<file path="src/gl_consts.svh">
// Sizing constants for the graduation list, included by the package and by RTL that needs widths
`ifndef GL_CONSTS_SVH
`define GL_CONSTS_SVH

// Number of in-flight instructions the list can hold
`define GL_ENTRIES 8

// Width of a result value and of a program counter
`define GL_DATA_W 32

// Width of a physical register tag from the renamer
`define GL_PREG_W 6

`endif
</file>
<file path="src/gl_pkg.sv">
// Shared types for the graduation stage, imported by every module of the subsystem

package gl_pkg;

`include "gl_consts.svh"

    // Entry index, wraps naturally since the depth is a power of two
    typedef logic [$clog2(`GL_ENTRIES)-1:0] gl_index_t;

    // Entry count, one bit wider so a full list is representable
    typedef logic [$clog2(`GL_ENTRIES):0] gl_count_t;

    // Instruction class carried from dispatch to commit
    typedef enum logic [2:0] {
        OP_ALU    = 3'd0,
        OP_LOAD   = 3'd1,
        OP_STORE  = 3'd2,
        OP_BRANCH = 3'd3, // Resolved in execute, may flush younger entries
        OP_CSR    = 3'd4
    } instr_op_e;

    // Exception cause reported at writeback
    typedef enum logic [1:0] {
        EXC_NONE        = 2'd0, // Normal completion
        EXC_ILLEGAL     = 2'd1,
        EXC_LOAD_FAULT  = 2'd2,
        EXC_STORE_FAULT = 2'd3
    } exc_cause_e;

    // Commit controller states
    typedef enum logic [1:0] {
        CS_RUN    = 2'd0, // Retire finished heads
        CS_EXCEPT = 2'd1, // Report the exception for one cycle
        CS_DRAIN  = 2'd2  // Wait for all freed credits to go back
    } commit_state_e;

endpackage

</file>
<file path="src/grad_unit_top.sv">
// Graduation stage top level tying the list, the commit FSM and the credit counter together
`timescale 1ns/100ps
`include "gl_consts.svh"

module grad_unit_top
    import gl_pkg::*;
(
    input  logic                  clk_i,
    input  logic                  rstn_i,
    // Dispatch
    input  logic                  dispatch_valid_i,
    input  instr_op_e             dispatch_op_i,
    input  logic [`GL_DATA_W-1:0] dispatch_pc_i,
    input  logic [`GL_PREG_W-1:0] dispatch_prd_i,
    output gl_index_t             assigned_index_o,
    output logic                  credit_o,
    // Writeback
    input  logic                  wb_valid_i,
    input  gl_index_t             wb_index_i,
    input  logic [`GL_DATA_W-1:0] wb_result_i,
    input  exc_cause_e            wb_exc_i,
    // Branch flush
    input  logic                  br_flush_i,
    input  gl_index_t             br_keep_index_i,
    // Commit
    output logic                  commit_valid_o,
    output gl_index_t             commit_index_o,
    output instr_op_e             commit_op_o,
    output logic [`GL_DATA_W-1:0] commit_pc_o,
    output logic [`GL_PREG_W-1:0] commit_prd_o,
    output logic [`GL_DATA_W-1:0] commit_result_o,
    output logic                  exception_o,
    output exc_cause_e            exc_cause_o
);

    logic       head_done;
    exc_cause_e head_exc;
    logic       retire;
    logic       flush_all;
    logic       flush_keep;
    gl_index_t  keep_index;
    logic       free_pulse;
    gl_count_t  squash_count;
    gl_count_t  credits_pending;

    // In-order storage
    graduation_list u_graduation_list (
        .clk_i            (clk_i),
        .rstn_i           (rstn_i),
        .dispatch_valid_i (dispatch_valid_i),
        .dispatch_op_i    (dispatch_op_i),
        .dispatch_pc_i    (dispatch_pc_i),
        .dispatch_prd_i   (dispatch_prd_i),
        .wb_valid_i       (wb_valid_i),
        .wb_index_i       (wb_index_i),
        .wb_result_i      (wb_result_i),
        .wb_exc_i         (wb_exc_i),
        .retire_i         (retire),
        .flush_all_i      (flush_all),
        .flush_keep_i     (flush_keep),
        .keep_index_i     (keep_index),
        .head_done_o      (head_done),
        .head_exc_o       (head_exc),
        .assigned_index_o (assigned_index_o),
        .commit_valid_o   (commit_valid_o),
        .commit_index_o   (commit_index_o),
        .commit_op_o      (commit_op_o),
        .commit_pc_o      (commit_pc_o),
        .commit_prd_o     (commit_prd_o),
        .commit_result_o  (commit_result_o),
        .free_pulse_o     (free_pulse),
        .squash_count_o   (squash_count)
    );

    // Retire and flush decisions
    commit_ctrl u_commit_ctrl (
        .clk_i             (clk_i),
        .rstn_i            (rstn_i),
        .head_done_i       (head_done),
        .head_exc_i        (head_exc),
        .br_flush_i        (br_flush_i),
        .br_keep_index_i   (br_keep_index_i),
        .credits_pending_i (credits_pending),
        .retire_o          (retire),
        .flush_all_o       (flush_all),
        .flush_keep_o      (flush_keep),
        .keep_index_o      (keep_index),
        .exception_o       (exception_o),
        .exc_cause_o       (exc_cause_o)
    );

    // Dispatch credit return
    credit_return u_credit_return (
        .clk_i          (clk_i),
        .rstn_i         (rstn_i),
        .free_pulse_i   (free_pulse),
        .squash_count_i (squash_count),
        .credit_o       (credit_o),
        .pending_o      (credits_pending)
    );

endmodule

</file>
<file path="src/credit_return.sv">
// Pending credit counter that returns freed list entries to the dispatch sender, one per cycle
`timescale 1ns/100ps

module credit_return
    import gl_pkg::*;
(
    input  logic      clk_i,
    input  logic      rstn_i,
    input  logic      free_pulse_i,     // One entry retired this cycle
    input  gl_count_t squash_count_i,   // Entries removed by a flush
    output logic      credit_o,         // One credit back to the sender
    output gl_count_t pending_o         // Freed entries not yet returned
);

    gl_count_t pending_q;
    logic      give;

    // Return one credit whenever anything is pending
    assign give = (pending_q != '0);

    // Never exceeds the list depth, since pending plus occupied plus sender credits is constant
    always_ff @(posedge clk_i or negedge rstn_i) begin
        if (!rstn_i) begin
            pending_q <= '0;
        end else begin
            pending_q <= pending_q + gl_count_t'(free_pulse_i) + squash_count_i
                         - gl_count_t'(give);
        end
    end

    // Registered credit strobe
    always_ff @(posedge clk_i or negedge rstn_i) begin
        if (!rstn_i) begin
            credit_o <= 1'b0;
        end else begin
            credit_o <= give;
        end
    end

    assign pending_o = pending_q;

endmodule

</file>
<file path="src/commit_ctrl.sv">
// Commit FSM deciding head retire, exception flush and branch flush forwarding
`timescale 1ns/100ps

module commit_ctrl
    import gl_pkg::*;
(
    input  logic       clk_i,
    input  logic       rstn_i,
    input  logic       head_done_i,       // Head present and finished
    input  exc_cause_e head_exc_i,        // Cause stored for the head
    input  logic       br_flush_i,        // Branch mispredict from execute
    input  gl_index_t  br_keep_index_i,
    input  gl_count_t  credits_pending_i, // Credits not yet returned
    output logic       retire_o,
    output logic       flush_all_o,
    output logic       flush_keep_o,
    output gl_index_t  keep_index_o,
    output logic       exception_o,
    output exc_cause_e exc_cause_o
);

    commit_state_e state_q;
    commit_state_e state_d;
    exc_cause_e    cause_q;        // Cause latched at the flush edge
    logic          head_exc;

    assign head_exc = head_done_i & (head_exc_i != EXC_NONE);

    // Next state and control outputs
    always_comb begin
        state_d      = state_q;
        retire_o     = 1'b0;
        flush_all_o  = 1'b0;
        flush_keep_o = 1'b0;
        case (state_q)
            CS_RUN: begin
                retire_o = head_done_i;         // Pops the head in either case
                if (head_exc) begin
                    flush_all_o = 1'b1;         // Empties the list
                    state_d     = CS_EXCEPT;
                end else begin
                    flush_keep_o = br_flush_i;  // Exception flush takes priority
                end
            end
            CS_EXCEPT: begin
                state_d = CS_DRAIN;             // Report lasts one cycle
            end
            CS_DRAIN: begin
                // Stay until every freed entry has gone back as a credit
                if (credits_pending_i == '0) begin
                    state_d = CS_RUN;
                end
            end
            default: begin
                state_d = CS_RUN;
            end
        endcase
    end

    assign keep_index_o = br_keep_index_i;

    // State register
    always_ff @(posedge clk_i or negedge rstn_i) begin
        if (!rstn_i) begin
            state_q <= CS_RUN;
        end else begin
            state_q <= state_d;
        end
    end

    // Cause capture when the exception flush fires
    always_ff @(posedge clk_i or negedge rstn_i) begin
        if (!rstn_i) begin
            cause_q <= EXC_NONE;
        end else if (flush_all_o) begin
            cause_q <= head_exc_i;
        end
    end

    // Exception report is high only in CS_EXCEPT
    assign exception_o = (state_q == CS_EXCEPT);
    assign exc_cause_o = exception_o ? cause_q : EXC_NONE;

endmodule

</file>
<file path="src/graduation_list.sv">
// Circular in-order list of in-flight instructions that is written at dispatch and popped at commit
`timescale 1ns/100ps
`include "gl_consts.svh"

module graduation_list
    import gl_pkg::*;
(
    input  logic                  clk_i,
    input  logic                  rstn_i,
    // Dispatch from the renamer
    input  logic                  dispatch_valid_i,
    input  instr_op_e             dispatch_op_i,
    input  logic [`GL_DATA_W-1:0] dispatch_pc_i,
    input  logic [`GL_PREG_W-1:0] dispatch_prd_i,
    // Writeback in any order
    input  logic                  wb_valid_i,
    input  gl_index_t             wb_index_i,
    input  logic [`GL_DATA_W-1:0] wb_result_i,
    input  exc_cause_e            wb_exc_i,
    // Control from the commit FSM
    input  logic                  retire_i,
    input  logic                  flush_all_i,
    input  logic                  flush_keep_i,
    input  gl_index_t             keep_index_i,   // Last correct entry on a branch flush
    // Head status
    output logic                  head_done_o,
    output exc_cause_e            head_exc_o,
    output gl_index_t             assigned_index_o,
    // Registered commit port
    output logic                  commit_valid_o,
    output gl_index_t             commit_index_o,
    output instr_op_e             commit_op_o,
    output logic [`GL_DATA_W-1:0] commit_pc_o,
    output logic [`GL_PREG_W-1:0] commit_prd_o,
    output logic [`GL_DATA_W-1:0] commit_result_o,
    // Credit accounting
    output logic                  free_pulse_o,
    output gl_count_t             squash_count_o
);

    localparam int unsigned NUM_ENTRIES = `GL_ENTRIES;

    // Entry payload
    instr_op_e             op_q     [NUM_ENTRIES];
    logic [`GL_DATA_W-1:0] pc_q     [NUM_ENTRIES];
    logic [`GL_PREG_W-1:0] prd_q    [NUM_ENTRIES];
    logic [`GL_DATA_W-1:0] result_q [NUM_ENTRIES];
    exc_cause_e            exc_q    [NUM_ENTRIES];
    logic [NUM_ENTRIES-1:0] done_q;               // Finished bits

    gl_index_t head_q;                            // Oldest entry
    gl_index_t tail_q;                            // Next free slot
    gl_count_t num_q;                             // Occupancy

    logic      full;
    logic      flush_any;
    logic      write_en;
    logic      drop_en;
    gl_index_t head_next;
    gl_count_t kept_cnt;

    assign full      = (num_q == gl_count_t'(NUM_ENTRIES));
    assign flush_any = flush_all_i | flush_keep_i;
    assign write_en  = dispatch_valid_i & ~flush_any & ~full;
    assign drop_en   = dispatch_valid_i & flush_any;   // Dispatch lost to a flush
    assign head_next = head_q + gl_index_t'(retire_i);

    // Entries from the head up to and including the keep index with wraparound
    assign kept_cnt = gl_count_t'(gl_index_t'(keep_index_i - head_q)) + gl_count_t'(1);

    // Entries removed by a flush
    // A head retired in the same cycle goes out through free_pulse_o
    always_comb begin
        squash_count_o = '0;
        if (flush_all_i) begin
            squash_count_o = num_q - gl_count_t'(retire_i) + gl_count_t'(drop_en);
        end else if (flush_keep_i) begin
            squash_count_o = num_q - kept_cnt + gl_count_t'(drop_en);
        end
    end

    assign free_pulse_o     = retire_i;
    assign head_done_o      = (num_q != '0) & done_q[head_q];
    assign head_exc_o       = exc_q[head_q];
    assign assigned_index_o = tail_q;

    // Payload writes at dispatch and at writeback
    always_ff @(posedge clk_i) begin
        if (write_en) begin
            op_q[tail_q]  <= dispatch_op_i;
            pc_q[tail_q]  <= dispatch_pc_i;
            prd_q[tail_q] <= dispatch_prd_i;
        end
        if (wb_valid_i) begin
            result_q[wb_index_i] <= wb_result_i;
            exc_q[wb_index_i]    <= wb_exc_i;
        end
    end

    // Finished bits are cleared when a slot is reused
    always_ff @(posedge clk_i or negedge rstn_i) begin
        if (!rstn_i) begin
            done_q <= '0;
        end else begin
            if (write_en) done_q[tail_q] <= 1'b0;
            if (wb_valid_i) done_q[wb_index_i] <= 1'b1;    // Index assumed occupied
        end
    end

    // Pointer and occupancy update
    always_ff @(posedge clk_i or negedge rstn_i) begin
        if (!rstn_i) begin
            head_q <= '0;
            tail_q <= '0;
            num_q  <= '0;
        end else if (flush_all_i) begin
            head_q <= head_next;              // Next dispatch follows the old head
            tail_q <= head_next;
            num_q  <= '0;
        end else if (flush_keep_i) begin
            head_q <= head_next;
            tail_q <= keep_index_i + gl_index_t'(1);
            num_q  <= kept_cnt - gl_count_t'(retire_i); // Head may retire this cycle
        end else begin
            head_q <= head_next;
            tail_q <= tail_q + gl_index_t'(write_en);
            num_q  <= num_q + gl_count_t'(write_en) - gl_count_t'(retire_i);
        end
    end

    // Commit valid is suppressed for an excepting head
    always_ff @(posedge clk_i or negedge rstn_i) begin
        if (!rstn_i) begin
            commit_valid_o <= 1'b0;
        end else begin
            commit_valid_o <= retire_i & ~flush_all_i;
        end
    end

    // Commit fields hold between retires
    always_ff @(posedge clk_i) begin
        if (retire_i && !flush_all_i) begin
            commit_index_o  <= head_q;
            commit_op_o     <= op_q[head_q];
            commit_pc_o     <= pc_q[head_q];
            commit_prd_o    <= prd_q[head_q];
            commit_result_o <= result_q[head_q];
        end
    end

endmodule

</file>
<file path="config.mk">
export PLATFORM = sky130hd
export DESIGN_NAME = grad_unit_top
export DESIGN_NICKNAME = d
export VERILOG_FILES = /design/src/gl_pkg.sv /design/src/grad_unit_top.sv /design/src/credit_return.sv /design/src/commit_ctrl.sv /design/src/graduation_list.sv
export VERILOG_INCLUDE_DIRS = /design/src /design/src/src
export SDC_FILE = /design/constraint.sdc
export NUM_CORES = 1
export LEC_CHECK = 0
export BUFFER_PORTS_ARGS = -buffer_cell sky130_fd_sc_hd__buf_4
export CAP_MARGIN = 20
export CELL_PAD_IN_SITES_DETAIL_PLACEMENT = 1
export CELL_PAD_IN_SITES_GLOBAL_PLACEMENT = 1
export CORE_MARGIN = 8
export CORE_UTILIZATION = 58
export DETAILED_ROUTE_END_ITERATION = 7
export PLACE_DENSITY_LB_ADDON = 0.1
export SLEW_MARGIN = 40
export SYNTH_ARGS = -nofsm -noshare
export SYNTH_HDL_FRONTEND = slang
export SYNTH_HIERARCHICAL = 1
export SYNTH_SLANG_ARGS = --single-unit
</file>
<file path="constraint.sdc">
create_clock -name clk_i -period 17.3 [get_ports clk_i]
set_clock_uncertainty 0.05 [all_clocks]
set_input_delay 1.73 -clock clk_i [delete_from_list [all_inputs] [get_ports clk_i]]
set_output_delay 1.73 -clock clk_i [all_outputs]
set_load 0.01 [all_outputs]
</file>
==> flow_summary_export.csv <==
group,metric,value,unit
run_status,status,"finished, final reports clean",
place,place.gp.congestion,0.789,
critical_path,worstSetupPathType,"reg -> reg",
critical_path,worstPathMaxFanout,39,
clocking,clk_path_buf_depth,3,
clocking,clk_pin_slew,60,ps
layout,final_cell_mix,"676 x edfxtp_1, 186 x buf_4, 152 x mux4_2, 75 x clkbuf_16, 75 x mux2_2",
grt,gr-total-overflow,0,
floorplan,dieArea,53700,um^2
floorplan,start_util,58.3,%
logic_synthesis,yosysUniqueCellTypes,45,
place,io_buffers,169,
grt,grt_usage,22.0,%
clocking,ctsResizeCount,0,
floorplan,die_y,232,um
critical_path,crit_arrival,6280,ps
timing,setup-violations-final,0,
layout,area_growth,16.6,%
clocking,cts_root_buf,"clkbuf_16",
logic_synthesis,netlist_instances,1176,
timing,rsz0062_at_grt,"false",
timing,hold_viol_final,0,
detailed_routing,vias,12262,
timing,tightest_slew,815,ps
critical_path,start_kind,"flop",
layout,nets,1513,
floorplan,ios,170,
grt,grt_pass1_vias,13825,
critical_path,critPathBufInv,5,
detailed_routing,routed_wirelength,58500,um
worst_hold_path,worstHoldPathType,"reg -> reg",
logic_synthesis,synth-async-reset-ratio,3.98,%
detailed_routing,drc,0,
floorplan,coreArea,46300,um^2
critical_path,regToRegSetupSlack,11480,ps
critical_path,path_delay_family,"adder cells",
place,dp_slack,11050,ps
clocking,cts_tree,"yes",
power,power_density,184,nW/um^2
timing,slew-limit-headroom,45.7,%
logic_synthesis,synth_top_area_share,75.3,%
timing,finalMaxSlewViolations,0,
critical_path,crit_top_cell,"ha_1",
timing,setup_slack,11480,ps
logic_synthesis,synth_area_leaders,"edfxtp_1 75%, mux4_2 13%, mux2_2 3.1%, dfrtp_1 2.6%, ha_1 1.3%",
grt,grt_pass1_wl,87300,um
layout,layout-drive-gt1-share,37.7,%
logic_synthesis,synthFlopType,"edfxtp_1",
detailed_routing,wl_per_cell,28.5,um
clocking,hold_buffers,0,
clocking,cts_setup_buffers,0,
critical_path,worst_setup_path_end_kind,"flop",
logic_synthesis,syn_nets,1297,
flow_run,drv_cap,0,
place,dpl.cell_count,1925,
clocking,clk_latency,600,ps
power,p_leak,10.6,nW
detailed_routing,drtAntennaViolNets,0,
timing,min_period,5820,ps
logic_synthesis,yosys_warnings,6,
logic_synthesis,synth_top_area_cell,"edfxtp_1",
floorplan,rows,79,
logic_synthesis,synth_enable_flop_cells,676,
place,hpwl,32100,um
timing,fin_setup_tns,0,ps
logic_synthesis,synthesis.area,27000,um^2
critical_path,cpPeakStageDelay,630,ps
grt,grt_max_degree,73,
floorplan,fp.dieW,232,um
detailed_routing,viasPerCell,5.97,
timing,fmax,172,MHz
critical_path,slowest_stage,"dfrtp_4",
critical_path,crit_chain,"buf_12 -> buf_6 -> mux4_2 -> mux2_2 -> o21ai_0 -> and3_1 -> o21ai_1 -> ha_1 -> inv_1 -> ha_1 -> fa_1 -> nand2_1 -> mux2i_1 -> inv_1 -> ha_1 -> inv_1 -> ha_1 -> a21o_1 -> a21oi_1 -> xnor2_1",
layout,stdcell_count,2054,
timing,fin_crit_sh,33.6,%
grt,antenna_found_initial,3,
detailed_routing,dr.pass1.iters,4,
power,vdd.ir_drop.worst,0.000134,V
layout,layout_commonest_cell,"edfxtp_1",
logic_synthesis,yosysSeqAreaShare,77.9,%
clocking,htree_levels,3,
detailed_routing,first_iter_violations,806,
clocking,numCtsBuffers,71,
logic_synthesis,postSynthAreaPerCell,22.9,um^2
critical_path,crit_required,17760,ps
clocking,cts.sinks,704,
logic_synthesis,synth_seq_cells,704,
sequential cells by signal (all words and copies together), names as in the netlist, 3 cells and up:
register	count
u_graduation_list/prd_q	48
u_graduation_list/done_q	8
u_graduation_list/commit_index_o	3
u_graduation_list/pc_q	256
u_graduation_list/num_q	4
u_graduation_list/head_q	3
u_credit_return/pending_o	4
u_graduation_list/assigned_index_o	3
u_graduation_list/commit_pc_o	32
u_graduation_list/result_q	256
u_graduation_list/exc_q	16
u_graduation_list/commit_prd_o	6
u_graduation_list/op_q	24
u_graduation_list/commit_result_o	32
u_graduation_list/commit_op_o	3
final timing paths:
path                                                 to  cells past startpoint                         from
setup / recovery           u_credit_return/pending_o[3]                     20  u_graduation_list/head_q[0]
hold / removal                 u_commit_ctrl/cause_q[1]                      1     u_commit_ctrl/cause_q[1]
setup reg to reg           u_credit_return/pending_o[3]                     20  u_graduation_list/head_q[0]
hold reg to reg                u_commit_ctrl/cause_q[1]                      1     u_commit_ctrl/cause_q[1]
max in group asynchronous   u_graduation_list/head_q[0]                      1                       rstn_i
min in group asynchronous      u_commit_ctrl/cause_q[0]                      1                       rstn_i
where the power goes:
group          switching (W)  internal [W]
clock               0.000621      0.000955
sequential          0.000157       0.00225
combinational       0.000935      0.000872
total                0.00171       0.00407
Yosys cell counts, types with 8 or more instances:
cell type	number
nand2_1	12
buf_6	9
nor2_1	20
clkbuf_1	15
dfrtp_1	28
mux2_2	75
ha_1	29
o21ai_0	11
o21ai_1	11
buf_2	17
edfxtp_1	676
xnor2_1	10
mux4_2	152
inv_1	33
nand2b_1	8
logic make-up (layout without fill, tap and decap cells):
family | after synthesis | in the layout | share of synthesized area (%)
adders and majority gates | 35 | 35 | 1.79
xor gates and xnor gates | 17 | 17 | 0.659
muxes | 230 | 230 | 15.9
DFF | 704 | 704 | 77.9
AOI/OAI and AO/OA | 44 | 44 | 0.970
buffers and inverters | 85 | 354 | 1.58
and+or+nand+nor | 61 | 61 | 1.20
other | 0 | 2 | 0
routing by layer:
layer / GRT usage (%) / up-vias / wire, um
li1: - / 5278 / -
met3: 4.06 / 70 / 2950
met5: 0 / - / 9
met1: 27.8 / 6564 / 23400
met4: 6.47 / 2 / 1120
met2: 38.8 / 348 / 31000
metrics by stage:
stage,total power [W],utilization (%),area (um^2),hold slack [ps]
finish,0.00579,68.0,31500,468
global route,0.00606,68.0,31500,485
CTS,0.00586,67.9,31400,469
detailed placement,0.00426,62.7,29000,418
global placement,0.00418,62.7,29000,410
floorplan,0.00365,-,27000,376
final cells by class:
class / instances / area (um^2)
repair buffers: 193 / 1480
well taps: 607 / 759
inverters: 35 / 131
clock inverters: 39 / 475
flip-flops and latches: 704 / 21000
multi-input cells: 387 / 5660
clock buffers: 87 / 1920
diodes: 2 / 5.00
fillers: 3599 / 14800
(Power assumes the default switching activity.)
